[src/hazard_pkg.sv]
////////////////////////////////////////
// Operand hazard package
// Instruction fields, timing counts, stage
// tags, forwarding selects and issue record
////////////////////////////////////////

package hazard_pkg;

    typedef logic [31:0] instr_t;
    typedef logic [4:0]  reg_addr_t;
    typedef logic [5:0]  opcode_t;
    typedef logic [5:0]  funct_t;

    // Tuse / Tnew count in cycles
    typedef logic [1:0]  t_t;

    // Operand not read by the instruction
    localparam t_t TUSE_INF = 2'd3;

    // Return address register written by jal
    localparam reg_addr_t REG_RA = 5'd31;

    // Opcodes
    localparam opcode_t OP_SPECIAL = 6'h00;
    localparam opcode_t OP_JAL     = 6'h03;
    localparam opcode_t OP_BEQ     = 6'h04;
    localparam opcode_t OP_ORI     = 6'h0d;
    localparam opcode_t OP_LUI     = 6'h0f;
    localparam opcode_t OP_LW      = 6'h23;
    localparam opcode_t OP_SW      = 6'h2b;

    // SPECIAL funct codes
    localparam funct_t FN_SLL  = 6'h00;
    localparam funct_t FN_ADDU = 6'h21;
    localparam funct_t FN_SUBU = 6'h23;

    // Field view of an instruction word
    typedef struct packed {
        opcode_t   op;
        reg_addr_t rs;
        reg_addr_t rt;
        reg_addr_t rd;
        logic [4:0] shamt;
        funct_t    funct;
    } fields_t;

    // Write tag of one pipeline stage, dst 0 is a bubble
    typedef struct packed {
        reg_addr_t dst;
        t_t        tnew;
    } stage_tag_t;

    typedef enum logic [1:0] {
        FWD_RF,
        FWD_EX,
        FWD_MEM,
        FWD_WB
    } fwd_sel_t;

    typedef struct packed {
        reg_addr_t rs;
        reg_addr_t rt;
        reg_addr_t dst;
        t_t        tuse_rs;
        t_t        tuse_rt;
        t_t        tnew;
    } decode_t;

    typedef struct packed {
        instr_t   instr;
        fwd_sel_t fwd_rs;
        fwd_sel_t fwd_rt;
    } issue_t;

endpackage

[src/forward_sel.sv]
////////////////////////////////////////
// Forwarding source select
// Youngest matching stage wins for rs, rt
////////////////////////////////////////

module forward_sel (
    input  hazard_pkg::reg_addr_t  rs,
    input  hazard_pkg::reg_addr_t  rt,
    input  hazard_pkg::stage_tag_t ex_tag,
    input  hazard_pkg::stage_tag_t mem_tag,
    input  hazard_pkg::stage_tag_t wb_tag,
    output hazard_pkg::fwd_sel_t   fwd_rs,
    output hazard_pkg::fwd_sel_t   fwd_rt
);

    function automatic hazard_pkg::fwd_sel_t pick(
        hazard_pkg::reg_addr_t  a,
        hazard_pkg::stage_tag_t ex,
        hazard_pkg::stage_tag_t mem,
        hazard_pkg::stage_tag_t wb
    );
        // Register 0 is hardwired and never forwarded
        if (a == '0)
            return hazard_pkg::FWD_RF;
        if (ex.dst == a)
            return (ex.tnew == 2'd0) ? hazard_pkg::FWD_EX : hazard_pkg::FWD_RF;
        if (mem.dst == a)
            return (mem.tnew == 2'd0) ? hazard_pkg::FWD_MEM : hazard_pkg::FWD_RF;
        if (wb.dst == a)
            return (wb.tnew == 2'd0) ? hazard_pkg::FWD_WB : hazard_pkg::FWD_RF;
        return hazard_pkg::FWD_RF;
    endfunction

    function automatic hazard_pkg::stage_tag_t tag_of(hazard_pkg::fwd_sel_t sel);
        case (sel)
            hazard_pkg::FWD_EX:  return ex_tag;
            hazard_pkg::FWD_MEM: return mem_tag;
            default:             return wb_tag;
        endcase
    endfunction

    assign fwd_rs = pick(rs, ex_tag, mem_tag, wb_tag);
    assign fwd_rt = pick(rt, ex_tag, mem_tag, wb_tag);

    // A bypass must name a stage that holds a finished result for that register
    always_comb begin
        if (fwd_rs != hazard_pkg::FWD_RF)
            a_fwd_rs_ready: assert (tag_of(fwd_rs).tnew == 2'd0 && tag_of(fwd_rs).dst == rs)
                else $error("rs forwarded from a stage without a ready result");
        if (fwd_rt != hazard_pkg::FWD_RF)
            a_fwd_rt_ready: assert (tag_of(fwd_rt).tnew == 2'd0 && tag_of(fwd_rt).dst == rt)
                else $error("rt forwarded from a stage without a ready result");
    end

endmodule

[src/hazard_ctrl.sv]
////////////////////////////////////////
// Hazard control
// Stall decision, ack side of the fetch
// handshake and the issue record register
////////////////////////////////////////

module hazard_ctrl (
    input  logic                   clk,
    input  logic                   rst_n,
    input  logic                   req,
    output logic                   ack,
    input  hazard_pkg::instr_t     instr,
    input  hazard_pkg::decode_t    dec,
    input  hazard_pkg::stage_tag_t ex_tag,
    input  hazard_pkg::stage_tag_t mem_tag,
    input  hazard_pkg::stage_tag_t wb_tag,
    input  hazard_pkg::fwd_sel_t   fwd_rs,
    input  hazard_pkg::fwd_sel_t   fwd_rt,
    output logic                   issue,
    output logic                   issue_valid,
    output hazard_pkg::issue_t     issue_rec
);

    logic stall;

    // Result from this stage arrives after the source is needed
    function automatic logic late(
        hazard_pkg::reg_addr_t  a,
        hazard_pkg::t_t         tuse,
        hazard_pkg::stage_tag_t tag
    );
        return (a != '0) && (tag.dst == a) && (tag.tnew > tuse);
    endfunction

    assign stall = late(dec.rs, dec.tuse_rs, ex_tag)  ||
                   late(dec.rs, dec.tuse_rs, mem_tag) ||
                   late(dec.rs, dec.tuse_rs, wb_tag)  ||
                   late(dec.rt, dec.tuse_rt, ex_tag)  ||
                   late(dec.rt, dec.tuse_rt, mem_tag) ||
                   late(dec.rt, dec.tuse_rt, wb_tag);

    // Only a fresh request with ack low can issue
    assign issue = req && !ack && !stall;

    // ack is the handshake state, high from issue until req is seen low
    always_ff @(posedge clk or negedge rst_n) begin
        if (!rst_n) begin
            ack         <= 1'b0;
            issue_valid <= 1'b0;
        end else begin
            issue_valid <= issue;
            if (issue)
                ack <= 1'b1;
            else if (ack && !req)
                ack <= 1'b0;
        end
    end

    always_ff @(posedge clk) begin
        if (issue)
            issue_rec <= '{instr: instr, fwd_rs: fwd_rs, fwd_rt: fwd_rt};
    end

    a_ack_after_req: assert property (
        @(posedge clk) disable iff (!rst_n)
        $rose(ack) |-> $past(req)
    ) else $error("ack rose without req");

    // Record goes out only for a cycle that was free of hazards
    a_issue_no_stall: assert property (
        @(posedge clk) disable iff (!rst_n)
        issue_valid |-> (!$past(stall) && ack)
    ) else $error("issue during a stall");

endmodule

[src/hazard_top.sv]
////////////////////////////////////////
// Operand hazard unit top
// Decode, stage tags, forwarding and
// issue control for the ID stage
////////////////////////////////////////

module hazard_top (
    input  logic               clk,
    input  logic               rst_n,
    input  logic               req,
    output logic               ack,
    input  hazard_pkg::instr_t instr,
    output logic               issue_valid,
    output hazard_pkg::issue_t issue_rec
);

    hazard_pkg::decode_t    dec;
    hazard_pkg::stage_tag_t new_tag;
    hazard_pkg::stage_tag_t ex_tag;
    hazard_pkg::stage_tag_t mem_tag;
    hazard_pkg::stage_tag_t wb_tag;
    hazard_pkg::fwd_sel_t   fwd_rs;
    hazard_pkg::fwd_sel_t   fwd_rt;
    logic                   issue;

    // Tag entering EX for the instruction held in ID
    assign new_tag = '{dst: dec.dst, tnew: dec.tnew};

    instr_decode instr_decode_i (
        .instr (instr),
        .dec   (dec)
    );

    stage_tracker stage_tracker_i (
        .clk     (clk),
        .rst_n   (rst_n),
        .issue   (issue),
        .new_tag (new_tag),
        .ex_tag  (ex_tag),
        .mem_tag (mem_tag),
        .wb_tag  (wb_tag)
    );

    forward_sel forward_sel_i (
        .rs      (dec.rs),
        .rt      (dec.rt),
        .ex_tag  (ex_tag),
        .mem_tag (mem_tag),
        .wb_tag  (wb_tag),
        .fwd_rs  (fwd_rs),
        .fwd_rt  (fwd_rt)
    );

    hazard_ctrl hazard_ctrl_i (
        .clk         (clk),
        .rst_n       (rst_n),
        .req         (req),
        .ack         (ack),
        .instr       (instr),
        .dec         (dec),
        .ex_tag      (ex_tag),
        .mem_tag     (mem_tag),
        .wb_tag      (wb_tag),
        .fwd_rs      (fwd_rs),
        .fwd_rt      (fwd_rt),
        .issue       (issue),
        .issue_valid (issue_valid),
        .issue_rec   (issue_rec)
    );

endmodule

[src/instr_decode.sv]
////////////////////////////////////////
// Instruction decode for hazard checks
// Gives source registers, Tuse per source,
// Tnew at ID and the written register
////////////////////////////////////////

module instr_decode (
    input  hazard_pkg::instr_t  instr,
    output hazard_pkg::decode_t dec
);

    hazard_pkg::fields_t f;

    assign f = instr;

    always_comb begin
        // Defaults describe a nop
        dec.rs      = f.rs;
        dec.rt      = f.rt;
        dec.dst     = '0;
        dec.tuse_rs = hazard_pkg::TUSE_INF;
        dec.tuse_rt = hazard_pkg::TUSE_INF;
        dec.tnew    = 2'd0;

        case (f.op)
            hazard_pkg::OP_SPECIAL: begin
                case (f.funct)
                    hazard_pkg::FN_ADDU,
                    hazard_pkg::FN_SUBU: begin
                        dec.dst     = f.rd;
                        dec.tuse_rs = 2'd1;
                        dec.tuse_rt = 2'd1;
                        dec.tnew    = 2'd2;
                    end
                    hazard_pkg::FN_SLL: begin
                        // Shift amount comes from the word, rs unused
                        dec.dst     = f.rd;
                        dec.tuse_rt = 2'd1;
                        dec.tnew    = 2'd2;
                    end
                    default: ;
                endcase
            end
            hazard_pkg::OP_ORI: begin
                dec.dst     = f.rt;
                dec.tuse_rs = 2'd1;
                dec.tnew    = 2'd2;
            end
            hazard_pkg::OP_LUI: begin
                dec.dst  = f.rt;
                dec.tnew = 2'd1;
            end
            hazard_pkg::OP_LW: begin
                dec.dst     = f.rt;
                dec.tuse_rs = 2'd1;
                dec.tnew    = 2'd3;
            end
            hazard_pkg::OP_SW: begin
                // Store data is only needed in MEM
                dec.tuse_rs = 2'd1;
                dec.tuse_rt = 2'd2;
            end
            hazard_pkg::OP_BEQ: begin
                // Compare happens in ID
                dec.tuse_rs = 2'd0;
                dec.tuse_rt = 2'd0;
            end
            hazard_pkg::OP_JAL: begin
                dec.dst  = hazard_pkg::REG_RA;
                dec.tnew = 2'd1;
            end
            default: ;
        endcase
    end

endmodule

[src/stage_tracker.sv]
////////////////////////////////////////
// Pipeline write-tag tracker
// Shifts EX, MEM and WB tags each cycle and
// counts Tnew down toward zero
////////////////////////////////////////

module stage_tracker (
    input  logic                   clk,
    input  logic                   rst_n,
    input  logic                   issue,
    input  hazard_pkg::stage_tag_t new_tag,
    output hazard_pkg::stage_tag_t ex_tag,
    output hazard_pkg::stage_tag_t mem_tag,
    output hazard_pkg::stage_tag_t wb_tag
);

    // One stage later, with Tnew saturating at zero
    function automatic hazard_pkg::stage_tag_t advance(hazard_pkg::stage_tag_t tag);
        hazard_pkg::stage_tag_t nxt;
        nxt.dst  = tag.dst;
        nxt.tnew = (tag.tnew == 2'd0) ? 2'd0 : tag.tnew - 2'd1;
        return nxt;
    endfunction

    always_ff @(posedge clk or negedge rst_n) begin
        if (!rst_n) begin
            ex_tag  <= '0;
            mem_tag <= '0;
            wb_tag  <= '0;
        end else begin
            // No issue means a bubble enters EX
            ex_tag  <= issue ? advance(new_tag) : '0;
            mem_tag <= advance(ex_tag);
            wb_tag  <= advance(mem_tag);
        end
    end

    // Decode Tnew tops out at 3 (lw), one cycle is spent in ID
    a_ex_tnew_max: assert property (
        @(posedge clk) disable iff (!rst_n)
        ex_tag.tnew <= 2'd2
    ) else $error("EX tag tnew above 2");

endmodule

[config.mk]
export PLATFORM = sky130hd
export DESIGN_NAME = hazard_top
export DESIGN_NICKNAME = d
export VERILOG_FILES = /design/src/hazard_pkg.sv /design/src/forward_sel.sv /design/src/hazard_ctrl.sv /design/src/hazard_top.sv /design/src/instr_decode.sv /design/src/stage_tracker.sv
export SDC_FILE = /design/constraint.sdc
export NUM_CORES = 1
export LEC_CHECK = 0
export BUFFER_PORTS_ARGS = -buffer_cell sky130_fd_sc_hd__buf_2
export CAP_MARGIN = 25
export CORE_MARGIN = 3
export CORE_UTILIZATION = 54
export DETAILED_ROUTE_END_ITERATION = 10
export PLACE_DENSITY = 0.86
export SYNTH_ARGS = -nofsm -noshare
export SYNTH_HDL_FRONTEND = slang
export SYNTH_HIERARCHICAL = 1
export SYNTH_SLANG_ARGS = --single-unit
[constraint.sdc]
create_clock -name clk -period 4 [get_ports clk]
set_input_delay 0.8 -clock clk [delete_from_list [all_inputs] [get_ports clk]]
set_output_delay 0.8 -clock clk [all_outputs]
set_load 0.01 [all_outputs]
==> results of run 1 <==
==> final cells by class <==
class	count	area, um2
timing repair buffer	74	388
fill	417	1800
sequential	59	1660
multi-input combinational	180	1430
inverter	8	30.0
tap	72	90.1
clock buffer	11	131
clock inverter	5	77.6
==> power by group <==
part           leakage, nW  internal (mW)  switching, mW
sequential           0.652          0.667        0.00578
clock                0.103          0.349          0.236
combinational        0.857         0.0564         0.0849
total                 1.61           1.07          0.327
==> flip-flops by register name, summed over array words and instances, names as in the netlist <==
register / count
hazard_ctrl_i/issue_rec: 36
stage_tracker_i/ex_tag: 7
stage_tracker_i/mem_tag: 7
stage_tracker_i/wb_tag: 7
hazard_ctrl_i/ack: 1
hazard_ctrl_i/issue_valid: 1
==> cells in the final DEF, fill, tap and decap left out, types with 7 or more instances in the layout <==
master,count
nor3_1,8
nand2_1,9
nand3_1,7
xnor2_1,34
nor2_1,11
edfxtp_1,36
inv_1,8
xor2_1,24
dfrtp_1,23
o21ai_0,7
buf_2,72
ha_1,12
clkbuf_8,9
==> metal layers <==
metal / wire length [um] / vias up / GRT usage
li1: - / 1080 / -
met1: 2970 / 1133 / 0.280
met2: 3640 / 90 / 0.349
met3: 486 / 10 / 0.0546
met4: 153 / 0 / 0.116
met5: 0 / - / 0
==> cells in the mapped netlist (4+ instances only) <==
master | n | area (um2)
edfxtp_1 | 36 | 1080
xnor2_1 | 34 | 298
xor2_1 | 24 | 210
dfrtp_1 | 23 | 576
ha_1 | 12 | 150
nor2_1 | 12 | 45.0
buf_4 | 10 | 75.1
nand2_1 | 9 | 33.8
inv_1 | 8 | 30.0
nor3_1 | 8 | 40.0
nand3_1 | 7 | 35.0
o21ai_0 | 7 | 35.0
a21oi_1 | 5 | 25.0
a221o_2 | 5 | 56.3
and2_2 | 5 | 37.5
nor2b_1 | 5 | 31.3
nand4_1 | 4 | 25.0
nor4_1 | 4 | 25.0
or4_1 | 4 | 30.0
==> worst min path at each step <==
stage | endpoint | cells after the start | start | slack (ps)
after floorplan | stage_tracker_i/mem_tag[0] | 1 | stage_tracker_i/ex_tag[0] | 440
after global placement | stage_tracker_i/wb_tag[0] | 1 | stage_tracker_i/mem_tag[0] | 450
after detailed placement | stage_tracker_i/wb_tag[0] | 1 | stage_tracker_i/mem_tag[0] | 480
after CTS | stage_tracker_i/wb_tag[1] | 1 | rst_n | 440
after global routing | stage_tracker_i/wb_tag[1] | 1 | rst_n | 460
final | stage_tracker_i/wb_tag[1] | 1 | rst_n | 430
==> cell families (layout without fill, tap and decap cells) <==
kind of cell             Yosys count  count (layout)  share of synthesized area
adder cells (fa/ha/maj)           12              12                     0.0469
XOR/XNOR                          61              61                      0.174
flip-flops                        59              59                      0.518
AND/OR/NAND/NOR                   74              74                      0.133
multiplexers                       2               2                    0.00626
buffers and inverters             20              98                     0.0375
AO/OA/AOI/OAI                     31              31                     0.0849
==> flow_summary.toml, run 1 <==
[setup_path]
crit_path_end_kind = "register"
startpoint = "instr[31]"
cp_data_arrival_time_ps = 3470
critPathRequiredTime_ps = 4040
cp.depth = 13
critPathTopFamily = "simple AND/OR/NAND/NOR gates"
setup.worst_path.end = "hazard_ctrl_i/issue_rec[3]"
rr_startpoint = "stage_tracker_i/ex_tag[1]"
rrSetupSlack_ps = 1700
worstSetupPathType = "primary input to register"
r2r_end = "hazard_ctrl_i/issue_rec[3]"
cp-start-kind = "primary input"
path_cells = "buf_2 -> or4_4 -> nor4_1 -> a21oi_1 -> inv_1 -> ha_1 -> nor2b_1 -> o21ai_0 -> a2111oi_1 -> nor3_1 -> o221ai_2 -> nor2_4 -> buf_4"
max_stage_delay_ps = 580
path_max_fanout = 15
worst-path-buf-inv = 3
slowest_stage = "or4_4"
r2r_cells = 8

[synthesis]
syn-cell-area_um2 = 3200
synthDistinctLibCells = 49
synth_flop_cell = "edfxtp_1"
yosys_warnings = 6
synth_edf_count = 36
syn_nets = 306
synth-seq-cells = 59
seq_area_frac_synth = 0.518
syn_inst = 259
synthArstFlopShare = 0.390
synth.avg_cell_area_um2 = 12.4

[clock_tree]
cts_max_path_buffers = 2
hold_buffers = 0
ctsResizeCount = 0
clk_pin_slew_worst_paths_ps = 70
clockRootBuffer = "clkbuf_8"
cts_tree = "yes"
cts_sinks = 59
post_cts_buffers = 0
clk_latency_ps = 350
cts_buffers = 9
htree_levels = 3

[sta]
timing.hold.ws_ps = 430
fin_ws_ps = 574
slew_violations = 0
hold_violations = 0
rsz0062_at_grt = "false"
skew_ps = 7.91
setup_tns_ps = 0
worst_pin_slew_ps = 568
slew_headroom = 0.617
setup_viol = 0
fin_crit_sh = 0.857
fin_crit_ps = 3430
fmax_ghz = 0.292

[route]
vias = 2313
ant_nets = 0
via_per_inst = 5.66
finalWirelength_mm = 7.25
route.detailed.drc = 0
routedWlPerCell_um = 17.7
drt_iter0_markers = 155
drt_pass1_iterations = 5

[global_route]
grt_max_degree = 30
grt_usage = 0.221
grt_pass1_vias = 2387
grt_first_pass_wirelength_mm = 11.8
overflow = 0
grt_antenna_before_repair = 0

[cells_and_area]
fin_cells = 409
finish.utilization = 0.678
diodes = 0
area_growth_pct = 18.9
final_nets = 379
design_area_um2 = 3800
drive_gt1_frac = 0.332

[power_and_ir_drop]
total_power_mw = 1.40
power_density_nw_per_um2 = 368
irDropWorstVdd_mv = 0.402
p_leak_nw = 1.61

[placement]
portBuffers = 72
hpwl_mm = 5.23
placedCellCount = 393
place_ws_ps = 299
gp_congestion = 0.900
placed_area_um2 = 3590

[floorplanning]
fp.coreArea_um2 = 5610
start_util = 0.571
die_area_um2 = 6880
pin_count = 73
die_w_um = 83.0
chipHeight_um = 83.0
rows = 27

[min_path]
min_path_type = "primary input to async pin"

[status]
status = "completed"

[run]
max_cap_violations = 0
(Power assumes the default switching activity.)
==> run 2, diff against run 1 <==
ABC_AREA = 1   (was unset)
CORE_UTILIZATION = 55   (was 54)
PLACE_DENSITY = 0.8   (was 0.86)
==> flow_summary.toml, run 2 <==
[setup_path]
path_cells = "buf_2 -> nor2_2 -> nand4_1 -> nand2_1 -> inv_1 -> nand2_1 -> nand2_1 -> inv_1 -> ha_1 -> a21oi_1 -> nor2_1 -> nand3_1 -> nand3_1 -> nand2_1 -> nand2_1 -> nor2_4 -> buf_12"
slowest_stage = "ha_1"
path_common_cell = "nand2_1"
critPathRequiredTime_ps = 4030
rr_startpoint = "stage_tracker_i/mem_tag[1]"
cp_data_arrival_time_ps = 2870
rrSetupSlack_ps = 2000
path_max_fanout = 43
setup.worst_path.end = "hazard_ctrl_i/issue_rec[33]"
max_stage_delay_ps = 250
r2r_end = "hazard_ctrl_i/issue_rec[33]"
crit_path_end_kind = "register"
startpoint = "instr[27]"
cp-start-kind = "primary input"
worstSetupPathType = "primary input to register"
r2r_cells = 11

[synthesis]
synth-seq-cells = 59
synthDistinctLibCells = 21
synth-xor-area-share = 0.0466
yosys.area_share.simple = 0.331
synthTopCellsByArea = "edfxtp_1 (30%), nand2_1 (17%), dfrtp_1 (16%), inv_1 (6.5%), nand3_1 (5.9%)"
seq_area_frac_synth = 0.463
synth_compound_area_frac = 0.0140
yosys.area.top_type = "edfxtp_1"
synthAdderAreaFrac = 0.0420
yosysMostFrequentCell = "nand2_1"
synthArstFlopShare = 0.390
yosys_warnings = 6
synth_top_cells_by_count = "nand2_1 (163), inv_1 (62), nor2_1 (48)"
synth_mux_area_frac = 0
syn-cell-area_um2 = 3570
synth.avg_cell_area_um2 = 7.67
synth_edf_count = 36
synth_top_family_by_area = "simple AND/OR/NAND/NOR gates"
syn_inst = 466
syn_nets = 513
synth_flop_cell = "edfxtp_1"
synth.top_cell.area_share = 0.302

[placement]
gp_congestion = 0.912
hpwl_mm = 6.58
portBuffers = 72
placed_area_um2 = 3980

[cells_and_area]
finish.utilization = 0.684
design_area_um2 = 4170
largest_reg_flops = 36
nFillCells = 512
drive_gt1_frac = 0.226
area_growth_pct = 16.7
final_nets = 587
mostFrequentLayoutCell = "nand2_1"
diodes = 0
final_cell_mix = "nand2_1 (163), buf_2 (72), inv_1 (62)"
top_register = "hazard_ctrl_i/issue_rec"

[power_and_ir_drop]
irDropWorstVdd_mv = 0.453
p_leak_nw = 2.22
power_density_nw_per_um2 = 328

[sta]
setup_tns_ps = 0
hold_violations = 0
rsz0062_at_grt = "false"
worst_pin_slew_ps = 517
slew_violations = 0
setup_viol = 0
fin_crit_ps = 2840
fmax_ghz = 0.352
skew_ps = 15.7
slew_headroom = 0.656
fin_crit_sh = 0.709

[clock_tree]
cts_buffers = 9
ctsResizeCount = 0
hold_buffers = 0
post_cts_buffers = 0
clockRootBuffer = "clkbuf_8"
clk_pin_slew_worst_paths_ps = 80
htree_levels = 3
cts_tree = "yes"
cts_sinks = 59
clk_latency_ps = 350
cts_max_path_buffers = 2

[global_route]
grt_usage = 0.254
grt_first_pass_wirelength_mm = 14.7
overflow = 0
grt_antenna_before_repair = 0
grt_pass1_vias = 3187
grt_max_degree = 44

[floorplanning]
chipHeight_um = 86.6
die_area_um2 = 7500
die_w_um = 86.6
pin_count = 73
fp.coreArea_um2 = 6100
rows = 28
start_util = 0.586

[run]
max_cap_violations = 0

[route]
vias = 3262
routedWlPerCell_um = 14.4
via_per_inst = 5.26
drt_iter0_markers = 264
route.detailed.drc = 0
drt_pass1_iterations = 5
ant_nets = 0
finalWirelength_mm = 8.94

[min_path]
min_path_type = "primary input to async pin"

[status]
status = "completed"
run 2: layer usage:
layer	wire [um]	share of wire	up-vias	track usage
li1	-	-	1587	-
met1	3480	0.39	1501	0.308
met2	4540	0.51	147	0.440
met3	715	0.080	27	0.0589
met4	211	0.024	0	0.0907
met5	0	0	-	0
run 2: worst max-delay path, delay by kind of cell:
kind	cells	cell delay (ps)
AO/OA/AOI/OAI	1	170
adder cells (fa/ha/maj)	1	250
buffers and inverters	4	530
AND/OR/NAND/NOR	11	1050
run 2: cell families after synthesis:
family                     after synthesis
AOI/OAI and AO/OA                       10
xor gates and xnor gates                19
adders and majority gates               12
buffers and inverters                   88
DFF                                     59
and+or+nand+nor                        278
run 2: metrics by stage:
stage	power (mW)	setup WS (ps)	cells	hold WS [ps]
floorplan	0.781	382	466	435
global placement	0.835	905	604	462
detailed placement	0.840	822	604	483
CTS	1.38	1190	620	419
global route	1.43	940	620	434
finish	1.37	1160	620	414
run 2: final cells by class:
type	instances	area, um2	share of cell area
sequential	59	1660	0.397
multi-input combinational	319	1560	0.373
timing repair buffer	73	380	0.0912
inverter	78	293	0.0702
clock buffer	9	124	0.0297
tap	75	93.8	0.0225
clock inverter	7	68.8	0.0165
run 2: worst min path at each step:
stage | startpoint | end | slack (ps) | cells past startpoint
3_5_place_dp | stage_tracker_i/ex_tag[0] | stage_tracker_i/mem_tag[0] | 480 | 1
3_3_place_gp | stage_tracker_i/ex_tag[0] | stage_tracker_i/mem_tag[0] | 460 | 1
4_1_cts | rst_n | stage_tracker_i/wb_tag[3] | 420 | 1
2_1_floorplan | stage_tracker_i/ex_tag[0] | stage_tracker_i/mem_tag[0] | 430 | 1
5_1_grt | rst_n | stage_tracker_i/wb_tag[3] | 430 | 1
6_report | rst_n | stage_tracker_i/wb_tag[3] | 410 | 1
run 2: where the power goes:
group          internal [mW]  switching (mW)
Clock                  0.285           0.255
Sequential             0.666         0.00591
Combinational         0.0535           0.103
Total                   1.00           0.364
==> run 3, diff against run 2 <==
ABC_AREA = 0   (was 1)
CORE_UTILIZATION = 49   (was 55)
PLACE_DENSITY = 0.76   (was 0.8)
clock period = 2.51 ns   (was 4 ns; I/O delays follow)
==> flow_summary.toml, run 3 (synthesized netlist as in run 1, its figures left out) <==
[sta]
setup_viol = 45
timing.hold.ws_ps = 142
skew_ps = 7.20
fin_crit_ps = 2840
rsz0062_at_grt = "true"
slew_violations = 0
fin_crit_sh = 1.13
hold_violations = 0
fin_ws_ps = -333
setup_tns_ps = -13460
slew_headroom = 0.640
worst_pin_slew_ps = 541
fmax_ghz = 0.352

[floorplanning]
die_area_um2 = 7540
rows = 28
fp.coreArea_um2 = 6130
pin_count = 73
start_util = 0.522
die_w_um = 86.8
chipHeight_um = 86.8

[placement]
hpwl_mm = 5.41
gp_congestion = 0.904
place_ws_ps = -936
portBuffers = 72
placedCellCount = 422
placed_area_um2 = 3810

[clock_tree]
cts_sinks = 59
cts_buffers = 9
clk_latency_ps = 340
cts_max_path_buffers = 2
clockRootBuffer = "clkbuf_8"
htree_levels = 3
clk_pin_slew_worst_paths_ps = 60
cts_tree = "yes"
hold_buffers = 0

[cells_and_area]
diodes = 0
final_nets = 417
drive_gt1_frac = 0.476
mostFrequentLayoutCell = "buf_2"
final_cell_mix = "buf_2 (68), edfxtp_1 (36), xnor2_1 (34)"
fin_cells = 449
area_growth_pct = 39.5
finish.utilization = 0.728
design_area_um2 = 4460
top_register = "hazard_ctrl_i/issue_rec"
largest_reg_flops = 36

[setup_path]
crit_path_end_kind = "register"
worstSetupPathType = "primary input to register"
cp-start-kind = "primary input"
path_max_fanout = 6
rrSetupSlack_ps = 150
cp_data_arrival_time_ps = 2910
critPathRequiredTime_ps = 2580

[route]
drt_iter0_markers = 139
vias = 2501
via_per_inst = 5.57
finalWirelength_mm = 8.75
drt_pass1_iterations = 4
route.detailed.drc = 0
ant_nets = 0
routedWlPerCell_um = 19.5

[power_and_ir_drop]
p_int_mw = 1.68
p_leak_nw = 1.85
power_density_nw_per_um2 = 497
total_power_mw = 2.22
p_switching_uw = 535
comb_power_share = 0.144
seq_power_share = 0.484
irDropWorstVdd_mv = 0.388
clockPowerShare = 0.372
swShare = 0.241

[run]
max_cap_violations = 0

[global_route]
grt_max_degree = 24
overflow = 0
grt_pass1_vias = 2673
grt_antenna_before_repair = 0
grt_usage = 0.243
grt_first_pass_wirelength_mm = 13.5

[status]
status = "complete, but fails checks"
violations = "setup timing"

[min_path]
min_path_type = "primary input to async pin"
==> run 3: layout make-up <==
type | count | area (um2)
Fill cell | 417 | 1670
Clock buffer | 11 | 141
Inverter | 8 | 30.0
Multi-Input combinational cell | 181 | 1710
Tap cell | 75 | 93.8
Clock inverter | 4 | 42.5
Sequential cell | 59 | 1660
Timing Repair Buffer | 111 | 792
==> run 3: worst max-delay path, cell delays in order <==
cell	delay (ps)
buf_6	100
or4_4	560
nor4_4	170
a21oi_2	60
inv_2	120
ha_4	220
nor2b_4	130
o21ai_2	160
a2111oi_4	60
nor3_2	220
o221ai_2	150
nor2_4	170
buf_12	150
clkbuf_16	140
==> run 3: worst paths after layout <==
path                                             from                          end  cells past startpoint
min                                             rst_n    hazard_ctrl_i/issue_valid                      1
max in group asynchronous                       rst_n   stage_tracker_i/mem_tag[3]                      1
min reg2reg                stage_tracker_i/mem_tag[0]    stage_tracker_i/wb_tag[0]                      1
min in group clk                             instr[2]   hazard_ctrl_i/issue_rec[6]                      1
max reg2reg                 stage_tracker_i/ex_tag[1]    stage_tracker_i/ex_tag[0]                     10
max                                         instr[31]  hazard_ctrl_i/issue_rec[33]                     14
==> run 3: what timing repair did <==
action / CTS / global route
gates resized for setup: 53 / 10
pin swaps: 17 / 2
gates cloned: 2 / 1
endpoints found under the setup margin: 45 / 45
setup buffers: 7 / 2
==> run 3: routing by layer <==
layer  global-route usage  share of wire  vias up
met5                    0              0        -
met4                0.115          0.027        0
met3               0.0437          0.066       24
met2                0.424           0.52       99
met1                0.289           0.39     1226
li1                     -              -     1152
==> run 3: power groups by stage <==
| stage | clock [mW] | combinational (mW) | sequential, mW |
|---|---|---|---|
| finish | 0.823 | 0.319 | 1.07 |
| CTS | 0.832 | 0.300 | 1.07 |
| detailed placement | 0 | 0.253 | 1.09 |
| floorplan | 0 | 0.126 | 1.11 |
| global placement | 0 | 0.245 | 1.09 |
| global route | 0.878 | 0.342 | 1.08 |
